### src/rtl/fb_fill_pkg.sv
`default_nettype none

package fb_fill_pkg;

    localparam int ADDR_W = 32;
    localparam int DATA_W = 64;
    localparam int PIX_W  = 32;
    localparam int MASK_W = DATA_W / 8;

    localparam logic [ADDR_W-1:0] FB_BASE = 32'hF000_0000;

    // default 800x600 frame, six bands
    localparam int DEF_H_ACTIVE      = 800;
    localparam int DEF_V_ACTIVE      = 600;
    localparam int DEF_BAND_ROWS     = 100;
    localparam int DEF_REFILL_CYCLES = 100_000_000;

    localparam logic [23:0] COLOR_INIT = 24'hFF0000;

    // commands the arbiter can have in flight
    localparam int OUTS_DEPTH = 4;

    typedef struct packed {
        logic [ADDR_W-1:0] addr;
        logic              read;
        logic [DATA_W-1:0] wdata;
        logic [MASK_W-1:0] wmask;
    } mem_cmd_t;

    typedef struct packed {
        logic [DATA_W-1:0] rdata;
        logic              err;
    } mem_rsp_t;

    typedef enum logic {
        SRC_FILL,
        SRC_SCAN
    } src_e;

    typedef enum logic {
        FILL_RUN,
        FILL_WAIT
    } fill_state_e;

    typedef enum logic [1:0] {
        SCAN_IDLE,
        SCAN_RUN,
        SCAN_DRAIN
    } scan_state_e;

endpackage

`default_nettype wire

### src/rtl/frame_filler.sv
`timescale 1ns/1ps
`default_nettype none

module frame_filler #(
    parameter int H_ACTIVE      = fb_fill_pkg::DEF_H_ACTIVE,
    parameter int V_ACTIVE      = fb_fill_pkg::DEF_V_ACTIVE,
    parameter int BAND_ROWS     = fb_fill_pkg::DEF_BAND_ROWS,
    parameter int REFILL_CYCLES = fb_fill_pkg::DEF_REFILL_CYCLES
) (
    input  wire logic             ui_clk,
    input  wire logic             i_rst_n,
    input  wire logic             i_calib_ok,
    output logic                  o_cmd_valid,
    output fb_fill_pkg::mem_cmd_t o_cmd,
    input  wire logic             i_cmd_ready
);
    import fb_fill_pkg::*;

    localparam int PIX_NUM = H_ACTIVE * V_ACTIVE;
    localparam int CNT_W   = $clog2(PIX_NUM + 1);
    localparam int COL_W   = $clog2(H_ACTIVE + 1);
    localparam int ROW_W   = $clog2(BAND_ROWS + 1);
    localparam int REF_W   = $clog2(REFILL_CYCLES + 1);

    fill_state_e      state_q;
    logic [CNT_W-1:0] pix_cnt;
    logic [COL_W-1:0] col_cnt;
    logic [ROW_W-1:0] row_cnt;
    logic [REF_W-1:0] refill_cnt;
    logic [23:0]      color_q;
    logic             xfer;
    logic             last_col;
    logic             last_row;
    logic             last_pix;
    logic             refill_wrap;

    assign xfer        = o_cmd_valid && i_cmd_ready;
    assign last_col    = col_cnt == COL_W'(H_ACTIVE - 1);
    assign last_row    = row_cnt == ROW_W'(BAND_ROWS - 1);
    assign last_pix    = pix_cnt == CNT_W'(PIX_NUM - 1);
    assign refill_wrap = refill_cnt == REF_W'(REFILL_CYCLES - 1);

    // refill period, runs as soon as memory is up
    always_ff @(posedge ui_clk) begin
        if (!i_rst_n || !i_calib_ok) begin
            refill_cnt <= '0;
        end else if (refill_wrap) begin
            refill_cnt <= '0;
        end else begin
            refill_cnt <= refill_cnt + 1'b1;
        end
    end

    always_ff @(posedge ui_clk) begin
        if (!i_rst_n || !i_calib_ok) begin
            state_q <= FILL_RUN;
            pix_cnt <= '0;
            col_cnt <= '0;
            row_cnt <= '0;
        end else begin
            case (state_q)
                FILL_RUN: begin
                    if (xfer) begin
                        pix_cnt <= pix_cnt + 1'b1;
                        col_cnt <= last_col ? '0 : col_cnt + 1'b1;
                        if (last_col) begin
                            row_cnt <= last_row ? '0 : row_cnt + 1'b1;
                        end
                        if (last_pix) begin
                            state_q <= FILL_WAIT;
                        end
                    end
                end
                FILL_WAIT: begin
                    // repaint from pixel 0 on the next wrap
                    if (refill_wrap) begin
                        state_q <= FILL_RUN;
                        pix_cnt <= '0;
                        col_cnt <= '0;
                        row_cnt <= '0;
                    end
                end
                default: state_q <= FILL_RUN;
            endcase
        end
    end

    // rotate one byte right at each band end
    always_ff @(posedge ui_clk) begin
        if (!i_rst_n) begin
            color_q <= COLOR_INIT;
        end else if (xfer && last_col && last_row) begin
            color_q <= {color_q[7:0], color_q[23:8]};
        end
    end

    assign o_cmd_valid = i_calib_ok && (state_q == FILL_RUN) && (pix_cnt < CNT_W'(PIX_NUM));
    assign o_cmd.addr  = FB_BASE + ADDR_W'({pix_cnt, 2'b00});
    assign o_cmd.read  = 1'b0;
    assign o_cmd.wdata = {2{PIX_W'(color_q)}};
    // odd pixel sits in the upper lane
    assign o_cmd.wmask = o_cmd.addr[2] ? 8'hF0 : 8'h0F;

    a_cmd_stable: assert property (@(posedge ui_clk) disable iff (!i_rst_n)
        o_cmd_valid && !i_cmd_ready |=> o_cmd_valid && $stable(o_cmd));

endmodule

`default_nettype wire

### src/rtl/scanout_reader.sv
`timescale 1ns/1ps
`default_nettype none

module scanout_reader #(
    parameter int H_ACTIVE = fb_fill_pkg::DEF_H_ACTIVE,
    parameter int V_ACTIVE = fb_fill_pkg::DEF_V_ACTIVE
) (
    input  wire logic                  ui_clk,
    input  wire logic                  i_rst_n,
    input  wire logic                  i_calib_ok,
    input  wire logic                  i_scan_start,
    output logic                       o_cmd_valid,
    output fb_fill_pkg::mem_cmd_t      o_cmd,
    input  wire logic                  i_cmd_ready,
    input  wire logic                  i_rsp_valid,
    input  wire fb_fill_pkg::mem_rsp_t i_rsp,
    output logic                       o_pix_valid,
    output logic [23:0]                o_pix,
    output logic                       o_scan_done,
    output logic                       o_rd_err
);
    import fb_fill_pkg::*;

    localparam int PIX_NUM = H_ACTIVE * V_ACTIVE;
    localparam int CNT_W   = $clog2(PIX_NUM + 1);
    localparam int IF_W    = $clog2(OUTS_DEPTH + 1);

    scan_state_e      state_q;
    logic [CNT_W-1:0] issue_cnt;
    logic [CNT_W-1:0] rsp_cnt;
    logic [IF_W-1:0]  inflight;
    logic             xfer;

    assign xfer = o_cmd_valid && i_cmd_ready;

    always_ff @(posedge ui_clk) begin
        if (!i_rst_n || !i_calib_ok) begin
            state_q   <= SCAN_IDLE;
            issue_cnt <= '0;
            rsp_cnt   <= '0;
            inflight  <= '0;
        end else begin
            inflight <= inflight + IF_W'(xfer) - IF_W'(i_rsp_valid);
            if (xfer) begin
                issue_cnt <= issue_cnt + 1'b1;
            end
            if (i_rsp_valid) begin
                rsp_cnt <= rsp_cnt + 1'b1;
            end
            case (state_q)
                SCAN_IDLE: begin
                    if (i_scan_start) begin
                        state_q   <= SCAN_RUN;
                        issue_cnt <= '0;
                        rsp_cnt   <= '0;
                    end
                end
                SCAN_RUN: begin
                    if (xfer && issue_cnt == CNT_W'(PIX_NUM - 1)) begin
                        state_q <= SCAN_DRAIN;
                    end
                end
                SCAN_DRAIN: begin
                    if (o_scan_done) begin
                        state_q <= SCAN_IDLE;
                    end
                end
                default: state_q <= SCAN_IDLE;
            endcase
        end
    end

    // sticky until reset
    always_ff @(posedge ui_clk) begin
        if (!i_rst_n) begin
            o_rd_err <= 1'b0;
        end else if (i_rsp_valid && i_rsp.err) begin
            o_rd_err <= 1'b1;
        end
    end

    assign o_cmd_valid = (state_q == SCAN_RUN) && (inflight < IF_W'(OUTS_DEPTH));
    assign o_cmd.addr  = FB_BASE + ADDR_W'({issue_cnt, 2'b00});
    assign o_cmd.read  = 1'b1;
    assign o_cmd.wdata = '0;
    assign o_cmd.wmask = '0;

    // lane follows pixel parity
    assign o_pix_valid = i_rsp_valid;
    assign o_pix       = rsp_cnt[0] ? i_rsp.rdata[PIX_W +: 24] : i_rsp.rdata[23:0];
    assign o_scan_done = i_rsp_valid && (rsp_cnt == CNT_W'(PIX_NUM - 1));

    a_inflight_max: assert property (@(posedge ui_clk) disable iff (!i_rst_n)
        inflight <= IF_W'(OUTS_DEPTH));

endmodule

`default_nettype wire

### src/rtl/mem_arbiter.sv
`timescale 1ns/1ps
`default_nettype none

module mem_arbiter (
    input  wire logic                  ui_clk,
    input  wire logic                  i_rst_n,
    input  wire logic                  i_fill_valid,
    input  wire fb_fill_pkg::mem_cmd_t i_fill_cmd,
    output logic                       o_fill_ready,
    input  wire logic                  i_scan_valid,
    input  wire fb_fill_pkg::mem_cmd_t i_scan_cmd,
    output logic                       o_scan_ready,
    output logic                       o_scan_rsp_valid,
    output logic                       o_mem_cmd_valid,
    output fb_fill_pkg::mem_cmd_t      o_mem_cmd,
    input  wire logic                  i_mem_cmd_ready,
    input  wire logic                  i_mem_rsp_valid
);
    import fb_fill_pkg::*;

    localparam int PTR_W = (OUTS_DEPTH > 1) ? $clog2(OUTS_DEPTH) : 1;
    localparam int CNT_W = $clog2(OUTS_DEPTH + 1);

    src_e             grant;
    src_e             rr_next_q;
    src_e             hold_src_q;
    logic             hold_q;
    logic             sel_valid;
    logic             q_full;
    logic             push;
    logic             pop;
    src_e             src_q [OUTS_DEPTH];
    logic [PTR_W-1:0] wr_ptr;
    logic [PTR_W-1:0] rd_ptr;
    logic [CNT_W-1:0] q_cnt;

    function automatic logic [PTR_W-1:0] ptr_inc(input logic [PTR_W-1:0] ptr);
        if (ptr == PTR_W'(OUTS_DEPTH - 1)) begin
            return '0;
        end
        return ptr + 1'b1;
    endfunction

    // held grant first, then round robin on contention
    always_comb begin
        if (hold_q) begin
            grant = hold_src_q;
        end else if (i_fill_valid && i_scan_valid) begin
            grant = rr_next_q;
        end else if (i_scan_valid) begin
            grant = SRC_SCAN;
        end else begin
            grant = SRC_FILL;
        end
    end

    assign sel_valid       = (grant == SRC_SCAN) ? i_scan_valid : i_fill_valid;
    assign q_full          = q_cnt == CNT_W'(OUTS_DEPTH);
    assign o_mem_cmd_valid = sel_valid && !q_full;
    assign o_mem_cmd       = (grant == SRC_SCAN) ? i_scan_cmd : i_fill_cmd;
    assign o_fill_ready    = (grant == SRC_FILL) && i_mem_cmd_ready && !q_full;
    assign o_scan_ready    = (grant == SRC_SCAN) && i_mem_cmd_ready && !q_full;

    assign push = o_mem_cmd_valid && i_mem_cmd_ready;
    assign pop  = i_mem_rsp_valid;

    // filler responses are dropped here
    assign o_scan_rsp_valid = pop && (src_q[rd_ptr] == SRC_SCAN);

    always_ff @(posedge ui_clk) begin
        if (push) begin
            src_q[wr_ptr] <= grant;
        end
    end

    always_ff @(posedge ui_clk) begin
        if (!i_rst_n) begin
            hold_q     <= 1'b0;
            hold_src_q <= SRC_FILL;
            rr_next_q  <= SRC_FILL;
            wr_ptr     <= '0;
            rd_ptr     <= '0;
            q_cnt      <= '0;
        end else begin
            hold_q     <= sel_valid && !push;
            hold_src_q <= grant;
            if (push) begin
                wr_ptr <= ptr_inc(wr_ptr);
                if (grant == SRC_FILL) begin
                    rr_next_q <= SRC_SCAN;
                end else begin
                    rr_next_q <= SRC_FILL;
                end
            end
            if (pop) begin
                rd_ptr <= ptr_inc(rd_ptr);
            end
            q_cnt <= q_cnt + CNT_W'(push) - CNT_W'(pop);
        end
    end

    a_rsp_not_empty: assert property (@(posedge ui_clk) disable iff (!i_rst_n)
        i_mem_rsp_valid |-> q_cnt != '0);

    a_push_not_full: assert property (@(posedge ui_clk) disable iff (!i_rst_n)
        o_mem_cmd_valid && i_mem_cmd_ready |-> q_cnt < CNT_W'(OUTS_DEPTH));

endmodule

`default_nettype wire

### src/rtl/fb_fill_top.sv
`timescale 1ns/1ps
`default_nettype none

module fb_fill_top #(
    parameter int H_ACTIVE      = fb_fill_pkg::DEF_H_ACTIVE,
    parameter int V_ACTIVE      = fb_fill_pkg::DEF_V_ACTIVE,
    parameter int BAND_ROWS     = fb_fill_pkg::DEF_BAND_ROWS,
    parameter int REFILL_CYCLES = fb_fill_pkg::DEF_REFILL_CYCLES
) (
    input  wire logic                  ui_clk,
    input  wire logic                  i_rst_n,
    input  wire logic                  i_calib_done,
    input  wire logic                  i_scan_start,
    output logic                       o_mem_cmd_valid,
    output fb_fill_pkg::mem_cmd_t      o_mem_cmd,
    input  wire logic                  i_mem_cmd_ready,
    input  wire logic                  i_mem_rsp_valid,
    input  wire fb_fill_pkg::mem_rsp_t i_mem_rsp,
    output logic                       o_pix_valid,
    output logic [23:0]                o_pix,
    output logic                       o_scan_done,
    output logic                       o_rd_err
);
    import fb_fill_pkg::*;

    logic     calib_q1;
    logic     calib_ok;
    logic     fill_valid;
    mem_cmd_t fill_cmd;
    logic     fill_ready;
    logic     scan_valid;
    mem_cmd_t scan_cmd;
    logic     scan_ready;
    logic     scan_rsp_valid;

    // calib done comes from the memory side
    always_ff @(posedge ui_clk) begin
        if (!i_rst_n) begin
            calib_q1 <= 1'b0;
            calib_ok <= 1'b0;
        end else begin
            calib_q1 <= i_calib_done;
            calib_ok <= calib_q1;
        end
    end

    frame_filler #(
        .H_ACTIVE      (H_ACTIVE),
        .V_ACTIVE      (V_ACTIVE),
        .BAND_ROWS     (BAND_ROWS),
        .REFILL_CYCLES (REFILL_CYCLES)
    ) u_filler (
        .ui_clk      (ui_clk),
        .i_rst_n     (i_rst_n),
        .i_calib_ok  (calib_ok),
        .o_cmd_valid (fill_valid),
        .o_cmd       (fill_cmd),
        .i_cmd_ready (fill_ready)
    );

    scanout_reader #(
        .H_ACTIVE (H_ACTIVE),
        .V_ACTIVE (V_ACTIVE)
    ) u_reader (
        .ui_clk       (ui_clk),
        .i_rst_n      (i_rst_n),
        .i_calib_ok   (calib_ok),
        .i_scan_start (i_scan_start),
        .o_cmd_valid  (scan_valid),
        .o_cmd        (scan_cmd),
        .i_cmd_ready  (scan_ready),
        .i_rsp_valid  (scan_rsp_valid),
        .i_rsp        (i_mem_rsp),
        .o_pix_valid  (o_pix_valid),
        .o_pix        (o_pix),
        .o_scan_done  (o_scan_done),
        .o_rd_err     (o_rd_err)
    );

    mem_arbiter u_arbiter (
        .ui_clk           (ui_clk),
        .i_rst_n          (i_rst_n),
        .i_fill_valid     (fill_valid),
        .i_fill_cmd       (fill_cmd),
        .o_fill_ready     (fill_ready),
        .i_scan_valid     (scan_valid),
        .i_scan_cmd       (scan_cmd),
        .o_scan_ready     (scan_ready),
        .o_scan_rsp_valid (scan_rsp_valid),
        .o_mem_cmd_valid  (o_mem_cmd_valid),
        .o_mem_cmd        (o_mem_cmd),
        .i_mem_cmd_ready  (i_mem_cmd_ready),
        .i_mem_rsp_valid  (i_mem_rsp_valid)
    );

endmodule

`default_nettype wire

### config.mk
export PLATFORM = sky130hd
export DESIGN_NAME = fb_fill_top
export DESIGN_NICKNAME = d
export VERILOG_FILES = /design/src/rtl/fb_fill_pkg.sv /design/src/rtl/frame_filler.sv /design/src/rtl/scanout_reader.sv /design/src/rtl/mem_arbiter.sv /design/src/rtl/fb_fill_top.sv
export SDC_FILE = /design/constraint.sdc
export NUM_CORES = 1
export LEC_CHECK = 0
export BUFFER_PORTS_ARGS = -buffer_cell sky130_fd_sc_hd__buf_2
export CAP_MARGIN = 0
export CORE_MARGIN = 4
export CORE_UTILIZATION = 60
export CTS_BUF_LIST = sky130_fd_sc_hd__clkbuf_2
export CTS_CLUSTER_SIZE = 40
export DETAILED_ROUTE_END_ITERATION = 10
export GPL_TIMING_DRIVEN = 0
export PLACE_DENSITY = 0.88
export SLEW_MARGIN = 20
export SYNTH_ARGS = -nofsm -noshare
export SYNTH_HDL_FRONTEND = slang
export SYNTH_SLANG_ARGS = --single-unit
### constraint.sdc
create_clock -name ui_clk -period 9.14 [get_ports ui_clk]
set_input_delay 1.371 -clock ui_clk [delete_from_list [all_inputs] [get_ports ui_clk]]
set_output_delay 1.371 -clock ui_clk [all_outputs]
set_load 0.03 [all_outputs]
======== Word-level counts from Yosys, hierarchy flattened ========
Memories as Yosys holds them, arrays and structs flattened. A register that Yosys moved wholly into a read port is not among the register bits.
Index checks and enable logic that the tools add are counted.
cells by class
  eq/ne operators ......................... 17
  $lt $le $gt $ge ......................... 2
  add/subtract/negate cells ............... 14
  bitwise gates (word level) .............. 2
  multiplexer cells ....................... 48
  reduce and logical (&&, ||, !) cells .... 29
operators with widths
  kind                                                             count
  19-bit 2-to-1 mux                                                8
  105-bit 2-to-1 mux                                               1
  29-bit by 22-bit adder with 30-bit output, first input constant  2
  19-bit by 1-bit adder with 19-bit output, second input constant  3
  19-bit == test, second input constant                            3
  19-bit one-hot mux with 2 select lines                           1
  10-bit 2-to-1 mux                                                3
  7-bit 2-to-1 mux                                                 4
  27-bit by 1-bit adder with 27-bit output, second input constant  1
  27-bit == test, second input constant                            1
  24-bit 2-to-1 mux                                                1
  10-bit one-hot mux with 2 select lines                           1
  1-bit logical AND                                                19
  19-bit < comparator, second input constant                       1
  2-bit 2-to-1 mux                                                 9
  1-bit 2-to-1 mux                                                 16
  7-bit one-hot mux with 2 select lines                            1
  10-bit by 1-bit adder with 10-bit output, second input constant  1
  10-bit == test, second input constant                            1
  8-bit 2-to-1 mux                                                 1
  7-bit by 1-bit adder with 7-bit output, second input constant    1
  7-bit == test, second input constant                             1
  3-bit by 1-bit adder with 3-bit output                           2
  2-bit == test, second input constant                             3
  other kinds (16)                                                 27
word-level totals
  logic and storage cells ................. 132
  register bits ........................... 144
  bits in writable memories ............... 4
  memories kept ........................... 1
  output and inout port bits .............. 133
memory list
  name             depth  bits a word  read ports  clocked after memory_dff  write ports  RTL line           RTL
  u_arbiter.src_q  4      1            1           1                         1            mem_arbiter.sv:32  src_e src_q [OUTS_DEPTH];

======== Longest topological paths before layout ========
Gate-level depths: netlist of the first run.
  word-level depth ........................ 12
  depth in mapped cells ................... 13

======== By module ========
From an unflattened synthesis of the first run, not the netlist that was laid out.
second synthesis, totals
  cells, all modules ...................... 1063
  area, all modules ....................... 9967.1 µm²
by module, submodules not included
  module          cells each  area an instance (µm²)  times used
  frame_filler    520         4389.2                  1
  scanout_reader  350         2962.8                  1
  mem_arbiter     189         2562.5                  1
  fb_fill_top     4           52.6                    1

======== Worst setup path after synthesis of the first run ========
Ideal clock, no wire load.
  kind .................................... input to output
  from .................................... input i_mem_rsp_valid
  to ...................................... output o_scan_done
  slack ................................... 5.177 ns
  buffers on the path ..................... 0
  data required time ...................... 7.769 ns
  data arrival time ....................... 2.592 ns
  cell stages on the path ................. 4
  cell sequence ........................... nand2_1 -> inv_1 -> nand2_1 -> nor3_1
between the ends
  word-level cells in the longest chain between the ends .. 2
ends and longest elaborated chain
  item                   RTL line              RTL
  start: declaration     fb_fill_top.sv:17     input wire logic i_mem_rsp_valid,
  1-bit logical AND      mem_arbiter.sv:68     assign o_scan_rsp_valid = pop && (src_q[rd_ptr] == SRC_SCAN);
  named net o_pix_valid  fb_fill_top.sv:19     output logic o_pix_valid,
  1-bit logical AND      scanout_reader.sv:91  assign o_scan_done = i_rsp_valid && (rsp_cnt == CNT_W'(PIX_NUM - 1));
  end: declaration       fb_fill_top.sv:21     output logic o_scan_done,
The timed path passes the listed nets, and every way through them passes these cells.

==> flow_summary.json, run 1 <==
{
  "outcome": "completed",
  "simple_gate_area_share_of_the_yosys_netlist": 0.264,
  "place_hpwl_mm": 16.0,
  "synth.lib_cells_used.distinct": 66,
  "synth_top_cells_by_area": "dfxtp_1 35%, buf_4 5.5%, nand3_1 5.4%, a21oi_1 3.9%, xnor2_1 3.9%",
  "numCtsBuffers": 17,
  "synth-async-reset-ratio": 0,
  "synth_top_family_by_area": "simple AND/OR/NAND/NOR gates",
  "wire_length_reported_by_the_detailed_router_mm": 21.4,
  "cts_tree": "done",
  "fp.coreArea_um2": 13500,
  "grt_first_pass_wirelength_mm": 34.8,
  "placementRows": 42,
  "synth_compound_area_frac": 0.115,
  "synth_cells": 987,
  "top_flip_flop_cell_by_instance_count_after_synthesis": "dfxtp_1",
  "synth_fa_ha_area_frac": 0.0272,
  "yosys.area_share.xor_xnor": 0.0491,
  "portBuffers": 157,
  "synth_enable_flop_cells": 4,
  "number_of_global_route_vias_before_repair": 7415,
  "worst_slew_margin_rel": 0.279,
  "synth-seq-cells": 150,
  "fp.dieH_um": 126,
  "arrival_time_worst_endpoint_ps": 3620,
  "maxClockFrequency_mhz": 200,
  "number_of_placed_instances_taps_included": 1347,
  "grt_antenna_before_repair": 1,
  "postSynthAreaPerCell_um2": 8.49,
  "final_max_slew_viol_count": 0,
  "cp_slowest_cell": "dfxtp_1",
  "rsz0062_at_grt": "false",
  "cts_sinks": 150,
  "routed_via_density": 5.78,
  "overflow": 0,
  "nNetsFinal": 1278,
  "grt_use_total": 0.259,
  "skew_ps": 22.6,
  "area_growth_from_synthesis_to_layout_pct": 15.3,
  "ant_nets": 0,
  "synthMuxAreaShare": 0.0889,
  "pin_count": 204,
  "crit_type": "reg -> out",
  "die_area_um2": 15900,
  "detailedRoute.firstIterationViolations": 803,
  "critical_path_rt_ps": 7770,
  "p_leak_uw": 0.00366,
  "netlist_area_um2": 8380,
  "cts.reportedPaths.clkPinSlew_ps": 190,
  "critical_path.max_stage_delay_ps": 510,
  "htreeDepth": 4,
  "final_hold_viol_count": 0,
  "synth_common_cells": "146 x dfxtp_1, 91 x nand3_1, 66 x a21oi_1, 65 x nand2_1, 61 x buf_4",
  "clock_path_buffers": 2,
  "yosysWarnings": 0,
  "max_cap_violations": 0,
  "synth_area_leader_cell": "dfxtp_1",
  "cts-root-buf": "clkbuf_2",
  "post-route-period-util": 0.546,
  "tightest_slew_ps": 1070,
  "setup.worst_path.start_class": "flop",
  "post_route_cells_drive_above_1_share": 0.241,
  "place.gp.congestion": 0.893,
  "post_cts_resized": 0,
  "post_cts_hold_buffer_count": 0,
  "irDropWorstVdd_mv": 0.0817,
  "die_w_um": 126,
  "floorplan.initialDensity": 0.623,
  "final_core_utilization": 0.719,
  "crit_path_end_kind": "output pin",
  "synthMostInstantiatedCell": "dfxtp_1",
  "grt_max_degree": 17,
  "power.density_nw_per_um2": 115,
  "post_cts.repair.setup_buffers": 0,
  "synth_top_area_frac": 0.349,
  "setup_viol": 0,
  "via_count": 7968,
  "timing.critical_path.fanout_max": 14,
  "clock_insertion_delay_at_the_later_pin_of_the_skew_report_ps": 720,
  "detail_route.drc_violations": 0,
  "tns_ps": 0,
  "stdcell_count": 1379,
  "crit_top_cell": "buf_2",
  "min_path_type": "reg -> reg",
  "seq_area_frac_synth": 0.363,
  "dr.pass1.iters": 6,
  "timing.critical_path.cells": "o21ai_1 -> a221oi_1 -> buf_2 -> nor3_1 -> o31a_1 -> inv_2 -> buf_2 -> mux2_1 -> buf_2",
  "routedWlPerCell_um": 15.5,
  "final_period_minus_worst_setup_slack_ps": 4990
}
report_power, final:
group	switching (uW)	internal [uW]	leakage (uW)
Combinational	75.5	47.0	0.00232
Sequential	5.30	665	0.00121
Clock	223	96.0	0.000123
layout make-up:
class                   instances  area, um^2
inverters                      27         101
multi-input cells             726        4680
diodes                          1        2.50
repair buffers                157         786
well taps                     176         220
fillers                      1058        3790
clock inverters                 9        62.6
flip-flops and latches        150        3040
clock buffers                  22         110
plain buffers                 111         666
kinds of logic (layout without fill, tap and decap cells):
family | Yosys count | count (layout)
AO/OA/AOI/OAI | 156 | 156
XOR/XNOR | 47 | 47
adder cells (fa/ha/maj) | 17 | 17
buffers and inverters | 138 | 326
flip-flops | 150 | 150
multiplexers | 68 | 68
other | 2 | 30
AND/OR/NAND/NOR | 409 | 409
stage by stage:
step / hold slack, ps / total power (uW) / setup slack, ps / instance area (um^2)
3_3_place_gp: 416 / 802 / 4890 / 9490
2_1_floorplan: 412 / 772 / 5180 / 8490
3_5_place_dp: 424 / 805 / 4790 / 9490
6_report: 458 / 1110 / 4150 / 9670
4_1_cts: 462 / 1110 / 4130 / 9660
5_1_grt: 479 / 1150 / 3860 / 9670
registers in the layout, indices dropped and copies added (netlist names), 2 cells and up, named ones only:
register and count:
u_reader.inflight 3, u_reader.rsp_cnt 19, u_reader.state_q 2, u_filler.color_q 24, u_arbiter.wr_ptr 2, u_arbiter.src_q 4
u_reader.issue_cnt 19, u_filler.pix_cnt 19, u_filler.row_cnt 7, u_filler.col_cnt 10, u_arbiter.q_cnt 3, u_arbiter.rd_ptr 2
u_filler.refill_cnt 27
placed cells by master, fill, tap and decap left out, drive strengths merged, types with 15 or more instances in the layout:
master / instances
clkbuf: 56
mux2i: 25
or3: 16
nand2b: 16
xnor2: 37
nor2: 58
and2: 37
and3: 20
mux2: 42
nand2: 65
conb: 29
buf: 234
a21oi: 66
ha: 15
dfxtp: 146
inv: 27
nand4: 24
nor3: 19
o21ai: 42
nand3: 91
nor4: 16
path summary, 6_finish.rpt:
path	start	end	slack (ps)	depth (start not counted)
hold reg to reg	calib_q1	calib_ok	460	1
setup reg to reg	u_filler.pix_cnt[13]	u_arbiter.q_cnt[2]	5360	12
hold / removal	calib_q1	calib_ok	460	1
setup / recovery	u_filler.pix_cnt[14]	o_mem_cmd[87]	4150	9
per-layer routing:
layer	GRT usage	part of all wire	vias up
li1	-	-	3844
met1	0.330	0.40	3694
met2	0.436	0.49	390
met3	0.0576	0.085	40
met4	0.0896	0.019	0
met5	0	0	-
worst max-delay path: cells and delay by family, from the launching register on:
kind	cells	cell delay, ps
and+or+nand+nor	1	70
muxes	1	380
DFF	1	510
buffers and inverters	4	970
AOI/OAI and AO/OA	3	950
No activity file was read; power rests on OpenSTA's default activity.
==> inputs of run 2 (changes only) <==
- CORE_UTILIZATION: 60 -> 56
- PLACE_DENSITY: 0.88 -> 0.83
- clock period: 9.14 -> 5.17 ns (I/O delays scaled with it)
==> flow_summary.json, run 2 (same netlist as run 1, synthesis figures left out) <==
{
  "max_cap_violations": 0,
  "skew_ps": 23.1,
  "nNetsFinal": 1278,
  "crit_family": "compound AO/OA/AOI/OAI gates",
  "cell_internal_pwr_uw": 1570,
  "placementRows": 44,
  "irDropWorstVdd_mv": 0.185,
  "grt_use_total": 0.250,
  "cp_slowest_cell": "dfxtp_1",
  "antennaDiodeCount": 0,
  "post_place_setup_slack_ps": 1540,
  "critical_path_rt_ps": 4390,
  "crit_type": "reg -> out",
  "post_cts_hold_buffer_count": 0,
  "outcome": "completed",
  "power_switching_uw": 545,
  "power.total_uw": 2120,
  "cts.reportedPaths.clkPinSlew_ps": 190,
  "worst_slew_margin_rel": 0.256,
  "post_route_cells_drive_above_1_share": 0.244,
  "multiInputGateArea_um2": 4680,
  "fp.dieH_um": 130,
  "cts_tree": "done",
  "power.density_nw_per_um2": 217,
  "timing.critical_path.fanout_max": 14,
  "routedWlPerCell_um": 15.6,
  "share_comb_of_total_power": 0.103,
  "grt_max_degree": 17,
  "crit_path_end_kind": "output pin",
  "post_cts.repair.setup_buffers": 0,
  "ff_latch_area_um2": 3040,
  "portBuffers": 157,
  "grt_first_pass_wirelength_mm": 34.2,
  "hold_ws_ps": 239,
  "largest_register": "u_filler.refill_cnt",
  "clock_path_buffers": 2,
  "layout.cells.most_common": "buf_2",
  "detail_route.drc_violations": 0,
  "arrival_time_worst_endpoint_ps": 3670,
  "placed_area_um2": 9500,
  "tightest_slew_ps": 1090,
  "ant_nets": 0,
  "postLayoutSetupSlackWorst_ps": 726,
  "final_period_minus_worst_setup_slack_ps": 4440,
  "cts-root-buf": "clkbuf_2",
  "die_w_um": 130,
  "final_hold_viol_count": 0,
  "maxClockFrequency_mhz": 225,
  "dr.pass1.iters": 5,
  "place_hpwl_mm": 16.3,
  "timing.critical_path.cells": "o21ai_1 -> a221oi_1 -> buf_2 -> nor3_1 -> o31a_1 -> inv_2 -> buf_2 -> mux2_1 -> buf_2",
  "grt_antenna_before_repair": 1,
  "setup.worst_path.start_class": "flop",
  "wire_length_reported_by_the_detailed_router_mm": 21.6,
  "place.gp.congestion": 0.886,
  "finish.instance_area_um2": 9760,
  "critical_path.max_stage_delay_ps": 540,
  "filler_cell_count": 1245,
  "cts_sinks": 150,
  "min_path_type": "in -> reg",
  "fp.coreArea_um2": 14600,
  "via_count": 7836,
  "p_leak_uw": 0.00369,
  "crit_top_cell": "buf_2",
  "cp_num_buf_inv": 4,
  "rsz0062_at_grt": "false",
  "pin_count": 204,
  "post-route-period-util": 0.860,
  "floorplan.initialDensity": 0.575,
  "largest_registers": "u_filler.refill_cnt (27), u_filler.color_q (24)",
  "p_sw_frac": 0.257,
  "numCtsBuffers": 17,
  "power.share.sequential": 0.559,
  "post_cts_resized": 0,
  "htreeDepth": 4,
  "detailedRoute.firstIterationViolations": 623,
  "tns_ps": 0,
  "final_max_slew_viol_count": 0,
  "max_ffs_per_register": 27,
  "routed_via_density": 5.65,
  "clockPowerShare": 0.338,
  "number_of_global_route_vias_before_repair": 7101,
  "clock_insertion_delay_at_the_later_pin_of_the_skew_report_ps": 730,
  "die_area_um2": 17000,
  "overflow": 0,
  "setup_viol": 0,
  "mostFrequentLayoutCells": "167 x buf_2, 146 x dfxtp_1, 91 x nand3_1",
  "area_growth_from_synthesis_to_layout_pct": 16.4
}
run 2: cell count changes in the layout (fill, tap and decap cells not counted):
| cell | delta |
|---|---|
| bufinv_16 | +3 |
| clkinv_1 | -3 |
| clkbuf_2 | -2 |
| clkinv_2 | +2 |
| clkinvlp_4 | +1 |
| diode_2 | -1 |
run 2: metal layers:
layer	share of wire	wire length, um	track usage
met5	0.00051	11	0
met4	0.017	366	0.0926
met3	0.087	1870	0.0503
met2	0.49	10600	0.431
met1	0.41	8740	0.311
run 2: worst reg2reg max path, cell delays in order (launching register included):
cell	delay (ps)
dfxtp_1	430
nor4_2	400
a221oi_1	190
buf_2	220
nor3_1	740
nor2_1	220
ha_1	350
inv_1	40
ha_1	180
fa_1	390
xnor2_1	190
xnor2_1	140
nor2_1	50
run 2: final timing paths:
path                                             start                endpoint  slack (ps)  cells after the start
worst max register to register    u_filler.pix_cnt[13]      u_arbiter.q_cnt[2]        1540                     12
worst max-delay path              u_filler.pix_cnt[14]           o_mem_cmd[87]         730                      9
worst min-delay path                      i_calib_done                calib_q1         240                      2
worst min register to register  u_filler.refill_cnt[0]  u_filler.refill_cnt[0]         460                      1
run 2: power by group through the flow:
stage / Combinational (uW) / Clock [uW] / Sequential [uW]
after floorplan: 158 / 0 / 1210
after global placement: 214 / 0 / 1210
after detailed placement: 218 / 0 / 1210
after CTS: 219 / 733 / 1180
after global routing: 238 / 783 / 1190
final: 219 / 717 / 1180
run 2: metrics by stage:
step                      cells   util
final                      1387  0.669
after global routing       1387  0.669
after global placement     1355  0.651
after CTS                  1387  0.669
after floorplan            1014      -
after detailed placement   1355  0.651
run 2: layout make-up:
class,instances,share of cell area
Clock inverter,12,0.0163
Inverter,27,0.0104
Timing Repair Buffer,157,0.0805
Buffer,111,0.0682
Tap cell,184,0.0236
Sequential cell,150,0.312
Multi-Input combinational cell,726,0.479
Clock buffer,20,0.0103
==> inputs of run 3 (changes only) <==
- MAX_ROUTING_LAYER: default -> met4
- RECOVER_POWER: default -> 25
==> flow_summary.json, run 3 (same netlist as run 1, synthesis figures left out) <==
{
  "max_ffs_per_register": 27,
  "detail_route.drc_violations": 0,
  "largest_registers": "u_filler.refill_cnt (27), u_filler.color_q (24)",
  "max_cap_violations": 0,
  "timing.critical_path.cells": "o21ai_0 -> a221oi_1 -> clkbuf_1 -> nor3_1 -> o31a_1 -> inv_2 -> buf_2 -> mux2_1 -> buf_2",
  "critical_path_rt_ps": 4390,
  "setup.worst_path.start_class": "flop",
  "routed_via_density": 5.65,
  "setup_viol": 0,
  "via_count": 7839,
  "clock_insertion_delay_at_the_later_pin_of_the_skew_report_ps": 750,
  "area_growth_from_synthesis_to_layout_pct": 16.3,
  "ant_nets": 0,
  "irDropWorstVdd_mv": 0.195,
  "fp.dieH_um": 130,
  "htreeDepth": 4,
  "multiInputGateArea_um2": 4670,
  "cp_slowest_cell": "dfxtp_1",
  "final_max_slew_viol_count": 0,
  "portBuffers": 157,
  "mostFrequentLayoutCells": "165 x buf_2, 146 x dfxtp_1, 91 x nand3_1",
  "grt_max_degree": 17,
  "pin_count": 204,
  "power.density_nw_per_um2": 218,
  "p_leak_uw": 0.00368,
  "number_of_global_route_vias_before_repair": 7113,
  "stdcell_count": 1388,
  "timing.critical_path.fanout_max": 14,
  "floorplan.initialDensity": 0.575,
  "crit_type": "reg -> out",
  "place.gp.congestion": 0.901,
  "wire_length_reported_by_the_detailed_router_mm": 21.7,
  "nNetsFinal": 1278,
  "number_of_placed_instances_taps_included": 1355,
  "crit_path_end_kind": "output pin",
  "post_cts_hold_buffer_count": 0,
  "arrival_time_worst_endpoint_ps": 3830,
  "detailedRoute.firstIterationViolations": 647,
  "tightest_slew_ps": 1110,
  "fp.coreArea_um2": 14600,
  "place_hpwl_mm": 16.3,
  "grt_first_pass_wirelength_mm": 34.3,
  "clock_path_buffers": 2,
  "skew_ps": 30.5,
  "die_area_um2": 17000,
  "rsz0062_at_grt": "false",
  "overflow": 0,
  "numCtsBuffers": 17,
  "maxClockFrequency_mhz": 217,
  "cts.reportedPaths.clkPinSlew_ps": 190,
  "crit_top_cell": "buf_2",
  "final_hold_viol_count": 0,
  "final_period_minus_worst_setup_slack_ps": 4600,
  "outcome": "completed",
  "largest_register": "u_filler.refill_cnt",
  "grt_use_total": 0.258,
  "critical_path.max_stage_delay_ps": 540,
  "placementRows": 44,
  "cts_sinks": 150,
  "filler_cell_count": 1249,
  "dr.pass1.iters": 5,
  "post_cts.repair.setup_buffers": 0,
  "cts-root-buf": "clkbuf_2",
  "post_route_cells_drive_above_1_share": 0.240,
  "tns_ps": 0,
  "ff_latch_area_um2": 3040,
  "grt_antenna_before_repair": 1,
  "post-route-period-util": 0.890,
  "routedWlPerCell_um": 15.6,
  "die_w_um": 130,
  "hold_ws_ps": 241,
  "worst_slew_margin_rel": 0.237,
  "min_path_type": "in -> reg",
  "post_cts_resized": 0,
  "cts_tree": "done",
  "layout.cells.most_common": "buf_2"
}
-- run 3: worst max-delay path: cells and delay by family (launching register included) --
family                 cells  cell delay [ps]
AO/OA/AOI/OAI              3             1060
buffers and inverters      4             1040
flip-flops                 1              540
multiplexers               1              370
AND/OR/NAND/NOR            1               80
-- run 3: per-layer routing --
layer,share of wire,global-route usage,vias up
li1,-,-,3848
met1,0.42,0.312,3611
met2,0.48,0.430,342
met3,0.082,0.0503,38
met4,0.020,0.0926,0
met5,0,-,-
-- run 3: final timing paths --
check | startpoint | end | slack, ps | depth (start not counted)
worst max-delay path | u_filler.pix_cnt[14] | o_mem_cmd[87] | 570 | 9
worst min-delay path | i_calib_done | calib_q1 | 240 | 2
worst min register to register | u_filler.refill_cnt[0] | u_filler.refill_cnt[0] | 460 | 1
worst max register to register | u_filler.pix_cnt[13] | u_arbiter.q_cnt[2] | 1390 | 12
-- run 3: layout make-up --
cell class	instances	area share
flip-flops and latches	150	0.312
inverters	27	0.0104
plain buffers	111	0.0681
clock inverters	12	0.0163
multi-input cells	726	0.479
clock buffers	20	0.0103
well taps	184	0.0236
diodes	1	0.000257
repair buffers	157	0.0804
-- run 3: power by group --
part | internal [uW] | total, uW | switching (uW)
combinational | 83.3 | 219 | 136
clock | 316 | 726 | 410
sequential | 1180 | 1180 | 9.13
-- run 3: through the flow --
stage | utilization | power (uW) | cell area (um^2) | setup slack [ps]
floorplan | - | 1360 | 8490 | 2020
global placement | 0.651 | 1420 | 9500 | 1560
detailed placement | 0.651 | 1430 | 9500 | 1540
CTS | 0.669 | 2140 | 9760 | 718
global route | 0.669 | 2210 | 9750 | 244
finish | 0.669 | 2130 | 9750 | 567
